<file path="src/design/rv32i_wb_cfg.svh">
`ifndef RV32I_WB_CFG_SVH
`define RV32I_WB_CFG_SVH

// Width of every data path in the write-back end, fixed by RV32I
`define WB_XLEN 32

// Register address width for the 32-entry integer register file
`define WB_REG_AW 5

// Retire counter width, wide enough that it never wraps in practice
`define WB_ORDER_W 64

`endif

</file>
<file path="src/design/rv32i_types.sv">
package rv32i_types;

    // Which candidate value is written back to the destination register
    typedef enum logic [3:0] {
        alu_out_wb  = 4'd0,
        br_en_wb    = 4'd1,
        u_imm_wb    = 4'd2,
        load_wb     = 4'd3,
        pc_plus4_wb = 4'd4
    } wb_sel_t;

    // Load width and extension, decoded from funct3 earlier in the pipe
    typedef enum logic [2:0] {
        lb_mem  = 3'd0,
        lbu_mem = 3'd1,
        lh_mem  = 3'd2,
        lhu_mem = 3'd3,
        lw_mem  = 3'd4
    } load_op_t;

endpackage

</file>
<file path="src/design/wb_stage_reg.sv">
`include "rv32i_wb_cfg.svh"

module wb_stage_reg (
    input  logic                   clk,
    input  logic                   reset,
    input  logic                   in_valid,
    input  logic [`WB_XLEN-1:0]    in_pc,
    input  logic [`WB_REG_AW-1:0]  in_rd_s,
    input  logic                   in_regf_we,
    input  logic                   in_mem_read,
    input  logic                   in_mem_write,
    input  rv32i_types::load_op_t  in_load_op,
    input  rv32i_types::wb_sel_t   in_wb_sel,
    input  logic [`WB_XLEN-1:0]    in_alu_out,
    input  logic                   in_br_en,
    input  logic [`WB_XLEN-1:0]    in_u_imm,
    input  logic [`WB_XLEN-1:0]    in_mem_addr,
    input  logic                   dmem_resp,
    output logic                   stall,
    output logic                   done,
    output logic [`WB_XLEN-1:0]    wb_pc,
    output logic [`WB_REG_AW-1:0]  wb_rd_s,
    output logic                   wb_regf_we,
    output logic                   wb_mem_write,
    output rv32i_types::load_op_t  wb_load_op,
    output rv32i_types::wb_sel_t   wb_wb_sel,
    output logic [`WB_XLEN-1:0]    wb_alu_out,
    output logic                   wb_br_en,
    output logic [`WB_XLEN-1:0]    wb_u_imm,
    output logic [`WB_XLEN-1:0]    wb_mem_addr
);
    import rv32i_types::*;

    logic wb_valid;
    logic wb_mem_read;

    // A held load blocks the stage until the memory answers
    assign stall = wb_valid & wb_mem_read & ~dmem_resp;
    assign done  = wb_valid & ~stall;

    always_ff @(posedge clk) begin
        if (reset) begin
            wb_valid <= 1'b0;
        end else if (!stall) begin
            wb_valid <= in_valid;
        end
    end

    always_ff @(posedge clk) begin
        if (in_valid && !stall) begin
            wb_pc        <= in_pc;
            wb_rd_s      <= in_rd_s;
            wb_regf_we   <= in_regf_we;
            wb_mem_read  <= in_mem_read;
            wb_mem_write <= in_mem_write;
            wb_load_op   <= in_load_op;
            wb_wb_sel    <= in_wb_sel;
            wb_alu_out   <= in_alu_out;
            wb_br_en     <= in_br_en;
            wb_u_imm     <= in_u_imm;
            wb_mem_addr  <= in_mem_addr;
        end
    end

    // An instruction blocked by a stall has to stay on the inputs unchanged
    upstream_held_during_stall: assert property (@(posedge clk) disable iff (reset)
        stall && in_valid |=> in_valid && $stable(in_pc) && $stable(in_rd_s)
                              && $stable(in_load_op) && $stable(in_wb_sel)
                              && $stable(in_mem_addr) && $stable(in_regf_we))
        else $error("upstream changed a blocked instruction while stalled");

endmodule

</file>
<file path="src/design/load_align.sv">
`include "rv32i_wb_cfg.svh"

module load_align (
    input  rv32i_types::load_op_t  wb_load_op,
    input  logic [`WB_XLEN-1:0]    wb_mem_addr,
    input  logic [`WB_XLEN-1:0]    dmem_rdata,
    output logic [`WB_XLEN-1:0]    load_v
);
    import rv32i_types::*;

    logic [1:0]  offset;
    logic [7:0]  byte_lane;
    logic [15:0] half_lane;

    // Memory returns the whole aligned word, the offset picks the lane
    assign offset    = wb_mem_addr[1:0];
    assign byte_lane = dmem_rdata[8 * offset +: 8];
    assign half_lane = dmem_rdata[16 * offset[1] +: 16];

    always_comb begin
        case (wb_load_op)
            lb_mem: begin
                load_v = {{(`WB_XLEN-8){byte_lane[7]}}, byte_lane};
            end
            lbu_mem: begin
                load_v = {{(`WB_XLEN-8){1'b0}}, byte_lane};
            end
            lh_mem: begin
                load_v = {{(`WB_XLEN-16){half_lane[15]}}, half_lane};
            end
            lhu_mem: begin
                load_v = {{(`WB_XLEN-16){1'b0}}, half_lane};
            end
            default: begin
                load_v = dmem_rdata;
            end
        endcase
    end

    // Misaligned halfwords are trapped upstream and never reach this stage
    always_comb begin
        if (wb_load_op == lh_mem || wb_load_op == lhu_mem) begin
            halfword_aligned: assert final (!offset[0])
                else $error("halfword load at odd address");
        end
    end

endmodule

</file>
<file path="src/design/result_select.sv">
`include "rv32i_wb_cfg.svh"

module result_select (
    input  rv32i_types::wb_sel_t   wb_wb_sel,
    input  logic [`WB_XLEN-1:0]    wb_pc,
    input  logic [`WB_XLEN-1:0]    wb_alu_out,
    input  logic                   wb_br_en,
    input  logic [`WB_XLEN-1:0]    wb_u_imm,
    output logic [`WB_XLEN-1:0]    sel_v
);
    import rv32i_types::*;

    logic [`WB_XLEN-1:0] pc_plus4;

    // Link address for jal and jalr
    assign pc_plus4 = wb_pc + `WB_XLEN'd4;

    always_comb begin
        case (wb_wb_sel)
            alu_out_wb: begin
                sel_v = wb_alu_out;
            end
            br_en_wb: begin
                sel_v = {{(`WB_XLEN-1){1'b0}}, wb_br_en};
            end
            u_imm_wb: begin
                sel_v = wb_u_imm;
            end
            pc_plus4_wb: begin
                sel_v = pc_plus4;
            end
            // load_wb is served by the load aligner
            default: begin
                sel_v = '0;
            end
        endcase
    end

endmodule

</file>
<file path="src/design/wb_commit.sv">
`include "rv32i_wb_cfg.svh"

module wb_commit (
    input  logic                   clk,
    input  logic                   reset,
    input  logic                   done,
    input  rv32i_types::wb_sel_t   wb_wb_sel,
    input  logic [`WB_REG_AW-1:0]  wb_rd_s,
    input  logic                   wb_regf_we,
    input  logic                   wb_mem_write,
    input  logic [`WB_XLEN-1:0]    load_v,
    input  logic [`WB_XLEN-1:0]    sel_v,
    output logic                   regf_we,
    output logic [`WB_REG_AW-1:0]  regf_rd_s,
    output logic [`WB_XLEN-1:0]    regf_rd_v,
    output logic [`WB_ORDER_W-1:0] retire_count
);
    import rv32i_types::*;

    assign regf_rd_v = (wb_wb_sel == load_wb) ? load_v : sel_v;

    // Stores carry a garbage rd field, so they are steered to x0
    assign regf_rd_s = wb_mem_write ? '0 : wb_rd_s;

    assign regf_we = done & wb_regf_we & ~wb_mem_write & (regf_rd_s != '0);

    // Every retiring instruction is counted, even one that writes nothing
    always_ff @(posedge clk) begin
        if (reset) begin
            retire_count <= '0;
        end else if (done) begin
            retire_count <= retire_count + 1'b1;
        end
    end

    // Only the five defined selects may reach the register file
    legal_select_on_retire: assert property (@(posedge clk) disable iff (reset)
        done |-> wb_wb_sel inside {alu_out_wb, br_en_wb, u_imm_wb, load_wb, pc_plus4_wb})
        else $error("retiring instruction carries an undefined write-back select");

endmodule

</file>
<file path="src/design/regfile.sv">
`include "rv32i_wb_cfg.svh"

module regfile (
    input  logic                   clk,
    input  logic                   reset,
    input  logic                   regf_we,
    input  logic [`WB_REG_AW-1:0]  regf_rd_s,
    input  logic [`WB_XLEN-1:0]    regf_rd_v,
    input  logic [`WB_REG_AW-1:0]  rs_s,
    output logic [`WB_XLEN-1:0]    rs_v
);

    localparam int NUM_REGS = 1 << `WB_REG_AW;

    // Entry 0 exists only to keep indexing simple and is never written
    logic [`WB_XLEN-1:0] regs [NUM_REGS];

    always_ff @(posedge clk) begin
        if (reset) begin
            for (int i = 0; i < NUM_REGS; i++) begin
                regs[i] <= '0;
            end
        end else if (regf_we && regf_rd_s != '0) begin
            regs[regf_rd_s] <= regf_rd_v;
        end
    end

    // Decode reads here, so a write is visible right after its edge
    always_comb begin
        if (rs_s == '0) begin
            rs_v = '0;
        end else begin
            rs_v = regs[rs_s];
        end
    end

endmodule

</file>
<file path="src/design/wb_subsystem.sv">
`include "rv32i_wb_cfg.svh"

module wb_subsystem (
    input  logic                   clk,
    input  logic                   reset,
    input  logic                   in_valid,
    input  logic [`WB_XLEN-1:0]    in_pc,
    input  logic [`WB_REG_AW-1:0]  in_rd_s,
    input  logic                   in_regf_we,
    input  logic                   in_mem_read,
    input  logic                   in_mem_write,
    input  rv32i_types::load_op_t  in_load_op,
    input  rv32i_types::wb_sel_t   in_wb_sel,
    input  logic [`WB_XLEN-1:0]    in_alu_out,
    input  logic                   in_br_en,
    input  logic [`WB_XLEN-1:0]    in_u_imm,
    input  logic [`WB_XLEN-1:0]    in_mem_addr,
    input  logic                   dmem_resp,
    input  logic [`WB_XLEN-1:0]    dmem_rdata,
    output logic                   stall,
    input  logic [`WB_REG_AW-1:0]  rs_s,
    output logic [`WB_XLEN-1:0]    rs_v,
    output logic [`WB_ORDER_W-1:0] retire_count
);
    import rv32i_types::*;

    logic                  done;
    logic [`WB_XLEN-1:0]   wb_pc;
    logic [`WB_REG_AW-1:0] wb_rd_s;
    logic                  wb_regf_we;
    logic                  wb_mem_write;
    load_op_t              wb_load_op;
    wb_sel_t               wb_wb_sel;
    logic [`WB_XLEN-1:0]   wb_alu_out;
    logic                  wb_br_en;
    logic [`WB_XLEN-1:0]   wb_u_imm;
    logic [`WB_XLEN-1:0]   wb_mem_addr;
    logic [`WB_XLEN-1:0]   load_v;
    logic [`WB_XLEN-1:0]   sel_v;
    logic                  regf_we;
    logic [`WB_REG_AW-1:0] regf_rd_s;
    logic [`WB_XLEN-1:0]   regf_rd_v;

    wb_stage_reg wb_stage_reg_inst (
        .clk(clk), .reset(reset), .in_valid(in_valid), .in_pc(in_pc),
        .in_rd_s(in_rd_s), .in_regf_we(in_regf_we), .in_mem_read(in_mem_read),
        .in_mem_write(in_mem_write), .in_load_op(in_load_op), .in_wb_sel(in_wb_sel),
        .in_alu_out(in_alu_out), .in_br_en(in_br_en), .in_u_imm(in_u_imm),
        .in_mem_addr(in_mem_addr), .dmem_resp(dmem_resp), .stall(stall), .done(done),
        .wb_pc(wb_pc), .wb_rd_s(wb_rd_s), .wb_regf_we(wb_regf_we),
        .wb_mem_write(wb_mem_write), .wb_load_op(wb_load_op), .wb_wb_sel(wb_wb_sel),
        .wb_alu_out(wb_alu_out), .wb_br_en(wb_br_en), .wb_u_imm(wb_u_imm),
        .wb_mem_addr(wb_mem_addr)
    );

    load_align load_align_inst (
        .wb_load_op(wb_load_op), .wb_mem_addr(wb_mem_addr),
        .dmem_rdata(dmem_rdata), .load_v(load_v)
    );

    result_select result_select_inst (
        .wb_wb_sel(wb_wb_sel), .wb_pc(wb_pc), .wb_alu_out(wb_alu_out),
        .wb_br_en(wb_br_en), .wb_u_imm(wb_u_imm), .sel_v(sel_v)
    );

    wb_commit wb_commit_inst (
        .clk(clk), .reset(reset), .done(done), .wb_wb_sel(wb_wb_sel),
        .wb_rd_s(wb_rd_s), .wb_regf_we(wb_regf_we), .wb_mem_write(wb_mem_write),
        .load_v(load_v), .sel_v(sel_v), .regf_we(regf_we), .regf_rd_s(regf_rd_s),
        .regf_rd_v(regf_rd_v), .retire_count(retire_count)
    );

    regfile regfile_inst (
        .clk(clk), .reset(reset), .regf_we(regf_we), .regf_rd_s(regf_rd_s),
        .regf_rd_v(regf_rd_v), .rs_s(rs_s), .rs_v(rs_v)
    );

endmodule

</file>
<file path="config.mk">
export PLATFORM = sky130hd
export DESIGN_NAME = wb_subsystem
export DESIGN_NICKNAME = d
export VERILOG_FILES = /design/src/design/rv32i_types.sv /design/src/design/wb_stage_reg.sv /design/src/design/load_align.sv /design/src/design/result_select.sv /design/src/design/wb_commit.sv /design/src/design/regfile.sv /design/src/design/wb_subsystem.sv
export VERILOG_INCLUDE_DIRS = /design/src /design/src/design
export SDC_FILE = /design/constraint.sdc
export NUM_CORES = 2
export LEC_CHECK = 0
export BUFFER_PORTS_ARGS = -buffer_cell sky130_fd_sc_hd__buf_2
export CAP_MARGIN = 30
export CORE_MARGIN = 1.5
export CORE_UTILIZATION = 61
export CTS_CLUSTER_SIZE = 30
export DETAILED_ROUTE_END_ITERATION = 8
export GPL_TIMING_DRIVEN = 0
export PLACE_DENSITY = 0.8
export SLEW_MARGIN = 5
export SYNTH_ARGS = -nofsm -noshare
export SYNTH_HDL_FRONTEND = slang
export SYNTH_SLANG_ARGS = --single-unit
</file>
<file path="constraint.sdc">
create_clock -name clk -period 8.8 [get_ports clk]
set_input_delay 0.44 -clock clk [delete_from_list [all_inputs] [get_ports clk]]
set_output_delay 0.44 -clock clk [all_outputs]
set_load 0.01 [all_outputs]
</file>
=== Word level (Yosys, flattened, before mapping) ===
Memory sizes are Yosys's and may differ from the RTL's.
Index checks and enable logic that the tools add are counted.

* Register bits: 179
* Bits in latches: 0
* Memory bits (writable): 1,024
* Bits in read-only memories: 0
* Input bits: 185
* Output and inout bits: 97
* Word-level logic and storage cells: 55
* Memories kept: 1

{| class="wikitable"
|+ Memories
! name !! depth !! bits a word !! rd ports !! clocked after Yosys merged registers in !! write ports !! line !! RTL
|-
| regfile_inst.regs || 32 || 32 || 1 || 0 || 32 || regfile.sv:16 || <nowiki>logic [`WB_XLEN-1:0] regs [NUM_REGS];</nowiki>
|}

* $add $sub $neg: 2
* Multipliers: 0
* Div/mod/pow operators: 0
* Magnitude comparators: 0
* Equality and inequality tests: 7
* Shifts and indexed selects: 2
* Multiplexer cells: 13
* Bitwise gates (word level): 9
* Reduce and logical (&&, ||, !) cells: 8

{| class="wikitable"
|+ Operator list
! cell !! count
|-
| 32-bit case mux with 4 select lines || 2
|-
| 32-bit 2-to-1 mux || 3
|-
| 64-bit by 1-bit adder with 64-bit output, second input constant || 1
|-
| 32-bit by 3-bit adder with 32-bit output, second input constant || 1
|-
| 32-bit OR reduction || 1
|-
| 32-bit by 6-bit variable part select with 16-bit output || 1
|-
| 32-bit by 6-bit variable part select with 8-bit output || 1
|-
| 5-bit 2-to-1 mux || 2
|-
| 4-bit by 2-bit == test with 1-bit output, second input constant || 2
|-
| 1-bit bitwise AND || 6
|-
| 3-bit by 2-bit == test with 1-bit output, second input constant || 2
|-
| 1-bit 2-to-1 mux || 6
|-
| 5-bit zero test || 1
|-
| 5-bit nonzero test || 1
|-
| 4-bit by 1-bit == test with 1-bit output, second input constant || 1
|-
| 4-bit by 3-bit == test with 1-bit output, second input constant || 1
|-
| 4-bit zero test || 1
|-
| 3-bit by 1-bit == test with 1-bit output, second input constant || 1
|-
| 3-bit zero test || 1
|-
| 1-bit inverter || 3
|-
| 1-bit logical AND || 2
|-
| 1-bit zero test || 1
|}

=== Depth between registers and ports, before layout ===
* Depth after elaboration: 13
* Mapped depth: 9
* Gate-level depth less buffers: 6

=== Modules after synthesis ===
From an unflattened synthesis, not the netlist that was laid out.

* Cell total of the unflattened synthesis: 3,801
* Area total of the unflattened synthesis: 56,444.1 um2

{| class="wikitable"
|+ Modules (own cells, without submodules)
! module !! instances !! cells each !! area each (um2) !! sequential area each (um2)
|-
| regfile || 1 || 2,951 || 46,425.8 || 30,749.5
|-
| wb_stage_reg || 1 || 152 || 4,394.2 || 4,344.2
|-
| wb_commit || 1 || 421 || 3,694.8 || 1,281.2
|-
| result_select || 1 || 169 || 1,152.4 || 0.0
|-
| load_align || 1 || 108 || 777.0 || 0.0
|}

=== Least setup slack after synthesis ===
No wires, ideal clock.

* Path type: input-to-reg
* From: input dmem_resp
* To: register wb_stage_reg_inst.wb_alu_out[0] (enable)
* Library setup time: 0.600 ns
* Data arrival time: 5.923 ns
* Data required time: 8.200 ns
* Slack: 2.277 ns
* Cell stages on the path: 4
* Buffers on the path: 1
* Cells stage by stage: nand2b_1 > clkbuf_1 > nor2_1 > nor2b_1

* Word-level cells in the longest chain between the ends: 4

{| class="wikitable"
|+ RTL lines
! element !! line !! RTL
|-
| start, declared || wb_subsystem.sv:18 || <nowiki>input logic dmem_resp,</nowiki>
|-
| 1-bit inverter || wb_stage_reg.sv:38 || <nowiki>assign stall = wb_valid & wb_mem_read & ~dmem_resp;</nowiki>
|-
| 1-bit bitwise AND || wb_stage_reg.sv:38 ||
|-
| net stall || wb_subsystem.sv:20 || <nowiki>output logic stall,</nowiki>
|-
| 1-bit zero test || - ||
|-
| 1-bit logical AND || wb_stage_reg.sv:50 || <nowiki>if (in_valid && !stall) begin</nowiki>
|-
| end signal, assigned || wb_stage_reg.sv:58 || <nowiki>wb_alu_out <= in_alu_out;</nowiki>
|-
| end, declared || wb_stage_reg.sv:27 || <nowiki>output logic [`WB_XLEN-1:0] wb_alu_out,</nowiki>
|}

The timed path passes the listed nets, and every way through them passes these cells.
A chain may end at the register's enable or synchronous reset.

=== Final worst setup path ===
* From: input rs_s[0]
* To: output rs_v[6]

* Word-level cells in the longest chain between the ends: 2
* Elaborated cells on any way between the ends: 3
* Classes of those cells: mux: 1; reduce/logical: 1; memory: 1

{| class="wikitable"
|+ RTL lines
! element !! line !! RTL
|-
| start, declared || wb_subsystem.sv:21 || <nowiki>input logic [`WB_REG_AW-1:0] rs_s,</nowiki>
|-
| memory 32 x 32 bit or 5-bit zero test (tied branches) || - ||
|-
| 32-bit 2-to-1 mux * || regfile.sv:30 || <nowiki>if (rs_s == '0) begin</nowiki>
|-
| end, declared || wb_subsystem.sv:22 || <nowiki>output logic [`WB_XLEN-1:0] rs_v,</nowiki>
|}

Every way passes the cells marked *; elsewhere a longest branch is shown, timed or not.

==> impl_metrics.prom <==
# TYPE chip_impl_metric gauge
chip_impl_metric{name="synth_edf_count",unit=""} 1106
chip_impl_metric{name="internal_power",unit="mW"} 9.51
chip_impl_info{name="cpMaxStageDelayCell",value="sky130_fd_sc_hd__nor3_1"} 1
chip_impl_metric{name="first_iter_violations",unit=""} 5318
chip_impl_metric{name="power_leakage",unit="nW"} 20.2
chip_impl_metric{name="synth_top_area_share",unit="%"} 63.7
chip_impl_metric{name="placementRows",unit=""} 107
chip_impl_metric{name="arrival",unit="ns"} 4.45
chip_impl_metric{name="first_global_vias",unit=""} 36995
chip_impl_info{name="worst-setup-path-type",value="input pin to primary output"} 1
chip_impl_info{name="failed_checks",value="design-rule violations"} 1
chip_impl_metric{name="slew_headroom",unit="%"} 11.8
chip_impl_metric{name="timing.critical_path.slowest_cell_delay",unit="ns"} 0.72
chip_impl_metric{name="power.clock.fraction",unit="%"} 39.9
chip_impl_metric{name="wl_per_cell",unit="um"} 29.5
chip_impl_metric{name="boundaryPins",unit=""} 282
chip_impl_metric{name="area.growth.synth_to_final",unit="%"} 16.8
chip_impl_metric{name="effective_utilization_at_floorplan",unit="%"} 61.4
chip_impl_metric{name="crit_fanout",unit=""} 10
chip_impl_metric{name="synthCells",unit=""} 3754
chip_impl_metric{name="fp.dieH",unit="um"} 295
chip_impl_metric{name="yosysWarningCount",unit=""} 0
chip_impl_metric{name="comb_power_share",unit="%"} 8.6
chip_impl_info{name="cts_root_buffer",value="sky130_fd_sc_hd__clkbuf_16"} 1
chip_impl_metric{name="drive_above_1_share",unit="%"} 20.6
chip_impl_metric{name="postSynthNetCount",unit=""} 3941
chip_impl_metric{name="setup-violations-final",unit=""} 0
chip_impl_metric{name="cts_made_buffers",unit=""} 115
chip_impl_metric{name="max_freq",unit="MHz"} 205
chip_impl_info{name="worst_setup_path_end_kind",value="primary output"} 1
chip_impl_metric{name="num-nets-final",unit=""} 4493
chip_impl_metric{name="drt_pass1_iterations",unit=""} 9
chip_impl_metric{name="grt-ovfl-total",unit=""} 0
chip_impl_info{name="hold_class",value="input pin to register"} 1
chip_impl_metric{name="setup_total_negative_slack",unit="ns"} 0
chip_impl_metric{name="routed_via_density",unit=""} 6.74
chip_impl_metric{name="htreeDepth",unit=""} 3
chip_impl_metric{name="ys_async_sr_fraction",unit="%"} 0
chip_impl_metric{name="net-switching-power",unit="mW"} 2.86
chip_impl_metric{name="seq_area_frac_synth",unit="%"} 66.2
chip_impl_metric{name="wl",unit="mm"} 164
chip_impl_metric{name="tritoncts_num_sinks",unit=""} 1171
chip_impl_metric{name="cts.repair_timing.setup_buffer_count",unit=""} 0
chip_impl_metric{name="route.detailed.drc",unit=""} 2
chip_impl_metric{name="synthDistinctLibCells",unit=""} 68
chip_impl_info{name="synth.top_cells.by_area",value="sky130_fd_sc_hd__edfxtp_1, sky130_fd_sc_hd__mux4_2, sky130_fd_sc_hd__a21oi_1, sky130_fd_sc_hd__nor2_1, sky130_fd_sc_hd__dfxtp_1"} 1
chip_impl_info{name="yosysTopAreaCell",value="sky130_fd_sc_hd__edfxtp_1"} 1
chip_impl_metric{name="port-buffer-count",unit=""} 246
chip_impl_metric{name="globalplace.congestion",unit=""} 1.01
chip_impl_metric{name="ir_worst_vdd",unit="V"} 0.000169
chip_impl_metric{name="timing.critical_path.required",unit="ns"} 8.36
chip_impl_metric{name="share_seq_of_total_power",unit="%"} 51.5
chip_impl_metric{name="grt_util_all_layers",unit="%"} 37.7
chip_impl_metric{name="floorplan.die_area",unit="um2"} 87200
chip_impl_metric{name="netSwitchingFraction",unit="%"} 23.1
chip_impl_info{name="outcome",value="finished with violations"} 1
chip_impl_metric{name="timing.final.crit_share",unit="%"} 55.6
chip_impl_metric{name="placeableCoreArea",unit="um2"} 84900
chip_impl_metric{name="grt_max_degree",unit=""} 38
chip_impl_metric{name="grt_pass1_wl",unit="mm"} 235
chip_impl_metric{name="mean_instance_size_in_the_synthesized_netlist",unit="um2"} 13.9
chip_impl_info{name="worstPathCellList",value="buf_2 > clkbuf_1 > buf_2 > clkbuf_1 > clkbuf_1 > a21oi_1 > a21oi_1 > o22ai_1 > nor3_1 > buf_2"} 1
chip_impl_info{name="rsz0062_at_grt",value="false"} 1
chip_impl_metric{name="dp_slack",unit="ns"} 4.24
chip_impl_metric{name="antenna_found_initial",unit=""} 11
chip_impl_metric{name="pwr_density_cell",unit="nW/um2"} 203
chip_impl_metric{name="path_clk_slew",unit="ns"} 0.06
chip_impl_metric{name="final_critical_path_setup_slack",unit="ns"} 3.91
chip_impl_metric{name="drtAntennaViolNets",unit=""} 0
chip_impl_metric{name="via_count",unit=""} 37408
chip_impl_metric{name="number_of_failing_hold_endpoints_at_the_final_stage",unit=""} 0
chip_impl_metric{name="transition_at_the_pin_with_the_smallest_max_transition_slack",unit="ns"} 1.32
chip_impl_info{name="synth_flop_cell",value="sky130_fd_sc_hd__edfxtp_1"} 1
chip_impl_metric{name="synth.cell_area",unit="um2"} 52100
chip_impl_metric{name="detailedPlacementHpwl",unit="mm"} 113
chip_impl_metric{name="cap_viol_max_count",unit=""} 0
chip_impl_metric{name="yosys_register_bits",unit=""} 1171
chip_impl_metric{name="cts.path.max_buffers",unit=""} 3
chip_impl_info{name="tritoncts_clock_tree",value="done"} 1
chip_impl_metric{name="clock_skew",unit="ns"} 0.0303
chip_impl_metric{name="die_w",unit="um"} 295
chip_impl_metric{name="final-max-slew-violation-count",unit=""} 0
chip_impl_info{name="worstSetupStartpointType",value="input pin"} 1
chip_impl_metric{name="min_period",unit="ns"} 4.89
chip_impl_metric{name="insertion_delay",unit="ns"} 0.70
-- state kept, by name (all words and copies together) (netlist names) --
signal,cells
wb_stage_reg_inst.wb_br_en,1
wb_stage_reg_inst.wb_pc,32
wb_stage_reg_inst.wb_load_op,3
wb_stage_reg_inst.wb_rd_s,5
regfile_inst.regs,992
wb_stage_reg_inst.wb_regf_we,1
wb_stage_reg_inst.wb_mem_write,1
wb_stage_reg_inst.wb_valid,1
wb_stage_reg_inst.wb_u_imm,32
wb_commit_inst.retire_count,64
wb_stage_reg_inst.wb_wb_sel,4
wb_stage_reg_inst.wb_alu_out,32
wb_stage_reg_inst.wb_mem_read,1
wb_stage_reg_inst.wb_mem_addr,2
-- timing repair --
| item | in CTS | in global routing |
|---|---|---|
| resized for setup | 0 | 0 |
| endpoints found under the setup margin | 0 | 0 |
| hold buffers | 114 | 0 |
| endpoints found under the hold margin | 114 | 0 |
-- power groups by stage --
stage / logic, mW / clock network [mW] / registers [mW]
global route: 1.09 / 5.13 / 6.38
global placement: 0.909 / 0 / 6.48
CTS: 1.02 / 4.91 / 6.36
detailed placement: 0.978 / 0 / 6.48
finish: 1.07 / 4.94 / 6.36
floorplan: 0.556 / 0 / 6.46
-- area by class of cell --
| type | instances | area [um2] |
|---|---|---|
| diodes | 5 | 12.5 |
| plain buffers | 396 | 1580 |
| clock buffers | 142 | 3000 |
| clock inverters | 74 | 732 |
| fillers | 5410 | 24000 |
| inverters | 20 | 75.1 |
| multi-input cells | 2167 | 16100 |
| flip-flops and latches | 1171 | 34500 |
| well taps | 1144 | 1430 |
| repair buffers | 435 | 3420 |
-- placed cells by master, fill, tap and decap left out, types with 71 or more instances in the layout --
master	instances
sky130_fd_sc_hd__edfxtp_1	1106
sky130_fd_sc_hd__a21oi_1	667
sky130_fd_sc_hd__nor2_1	485
sky130_fd_sc_hd__clkbuf_1	363
sky130_fd_sc_hd__buf_2	301
sky130_fd_sc_hd__mux4_2	225
sky130_fd_sc_hd__clkbuf_16	116
sky130_fd_sc_hd__dlygate4sd3_1	114
sky130_fd_sc_hd__mux2_2	89
sky130_fd_sc_hd__o22ai_1	76
sky130_fd_sc_hd__nand2_1	71
-- cell usage after synthesis (7+ instances only) --
| master | instances |
|---|---|
| sky130_fd_sc_hd__a211oi_1 | 33 |
| sky130_fd_sc_hd__a21oi_1 | 667 |
| sky130_fd_sc_hd__a221oi_1 | 11 |
| sky130_fd_sc_hd__a22o_1 | 7 |
| sky130_fd_sc_hd__and3_1 | 14 |
| sky130_fd_sc_hd__buf_1 | 7 |
| sky130_fd_sc_hd__buf_2 | 47 |
| sky130_fd_sc_hd__clkbuf_1 | 337 |
| sky130_fd_sc_hd__dfxtp_1 | 65 |
| sky130_fd_sc_hd__edfxtp_1 | 1106 |
| sky130_fd_sc_hd__inv_1 | 19 |
| sky130_fd_sc_hd__mux2_2 | 89 |
| sky130_fd_sc_hd__mux2i_1 | 48 |
| sky130_fd_sc_hd__mux4_2 | 225 |
| sky130_fd_sc_hd__nand2_1 | 71 |
| sky130_fd_sc_hd__nand2b_1 | 35 |
| sky130_fd_sc_hd__nand3_1 | 40 |
| sky130_fd_sc_hd__nand4_1 | 35 |
| sky130_fd_sc_hd__nor2_1 | 485 |
| sky130_fd_sc_hd__nor2b_1 | 43 |
| sky130_fd_sc_hd__nor3_1 | 47 |
| sky130_fd_sc_hd__nor4_1 | 20 |
| sky130_fd_sc_hd__o21ai_0 | 26 |
| sky130_fd_sc_hd__o22ai_1 | 76 |
| sky130_fd_sc_hd__o31a_1 | 9 |
| sky130_fd_sc_hd__o31ai_1 | 20 |
| sky130_fd_sc_hd__or3_1 | 19 |
| sky130_fd_sc_hd__or4_1 | 23 |
| sky130_fd_sc_hd__xnor2_1 | 12 |
| sky130_fd_sc_hd__xor2_1 | 26 |
-- path summary, 6_finish.rpt --
check | startpoint | endpoint | slack, ns | cells past startpoint
max | rs_s[0] | rs_v[6] | 3.91 | 10
min | in_valid | wb_stage_reg_inst.wb_valid | 0.04 | 3
max reg2reg | wb_stage_reg_inst.wb_wb_sel[1] | regfile_inst.regs[9][6] | 5.15 | 8
min reg2reg | wb_commit_inst.retire_count[63] | wb_commit_inst.retire_count[63] | 0.49 | 2
-- cell families (layout without fill, tap and decap cells) --
group	count (synthesis)	in the layout	share of synthesized area, %
DFF	1171	1171	66.2
AOI/OAI and AO/OA	902	902	9.69
and+or+nand+nor	863	863	7.65
buffers and inverters	416	1067	3.17
muxes	362	362	12.6
xor gates and xnor gates	38	38	0.639
adders and majority gates	2	2	0.0480
other	0	5	0
-- stage by stage --
| step | instances | cell area [um2] | power, mW | hold WS (ns) | util (%) |
|---|---|---|---|---|---|
| 3_3_place_gp | 5144 | 54800 | 7.39 | 0.466 | 64.5 |
| 3_5_place_dp | 5210 | 55900 | 7.45 | 0.473 | 65.9 |
| 5_1_grt | 5550 | 60900 | 12.6 | 0.0394 | 71.7 |
| 2_1_floorplan | 3754 | 52100 | 7.01 | 0.496 | - |
| 4_1_cts | 5540 | 60800 | 12.3 | 0.00491 | 71.6 |
| 6_report | 5554 | 60900 | 12.4 | 0.0365 | 71.7 |
-- critical path, delay by kind of cell --
kind / cells / cell delay [ns]
buffers and inverters: 6 / 2.75
and+or+nand+nor: 1 / 0.72
AOI/OAI and AO/OA: 3 / 0.51
-- per-layer routing --
layer  up-vias  global-route usage [%]  wire length [um]
li1      15575                       -                 -
met1     18234                    46.4             52900
met2      2983                    58.2             75500
met3       608                    11.4             22500
met4         8                    24.7             12800
met5         -                       0                57
Note: power is estimated with default switching activity, not from simulation.
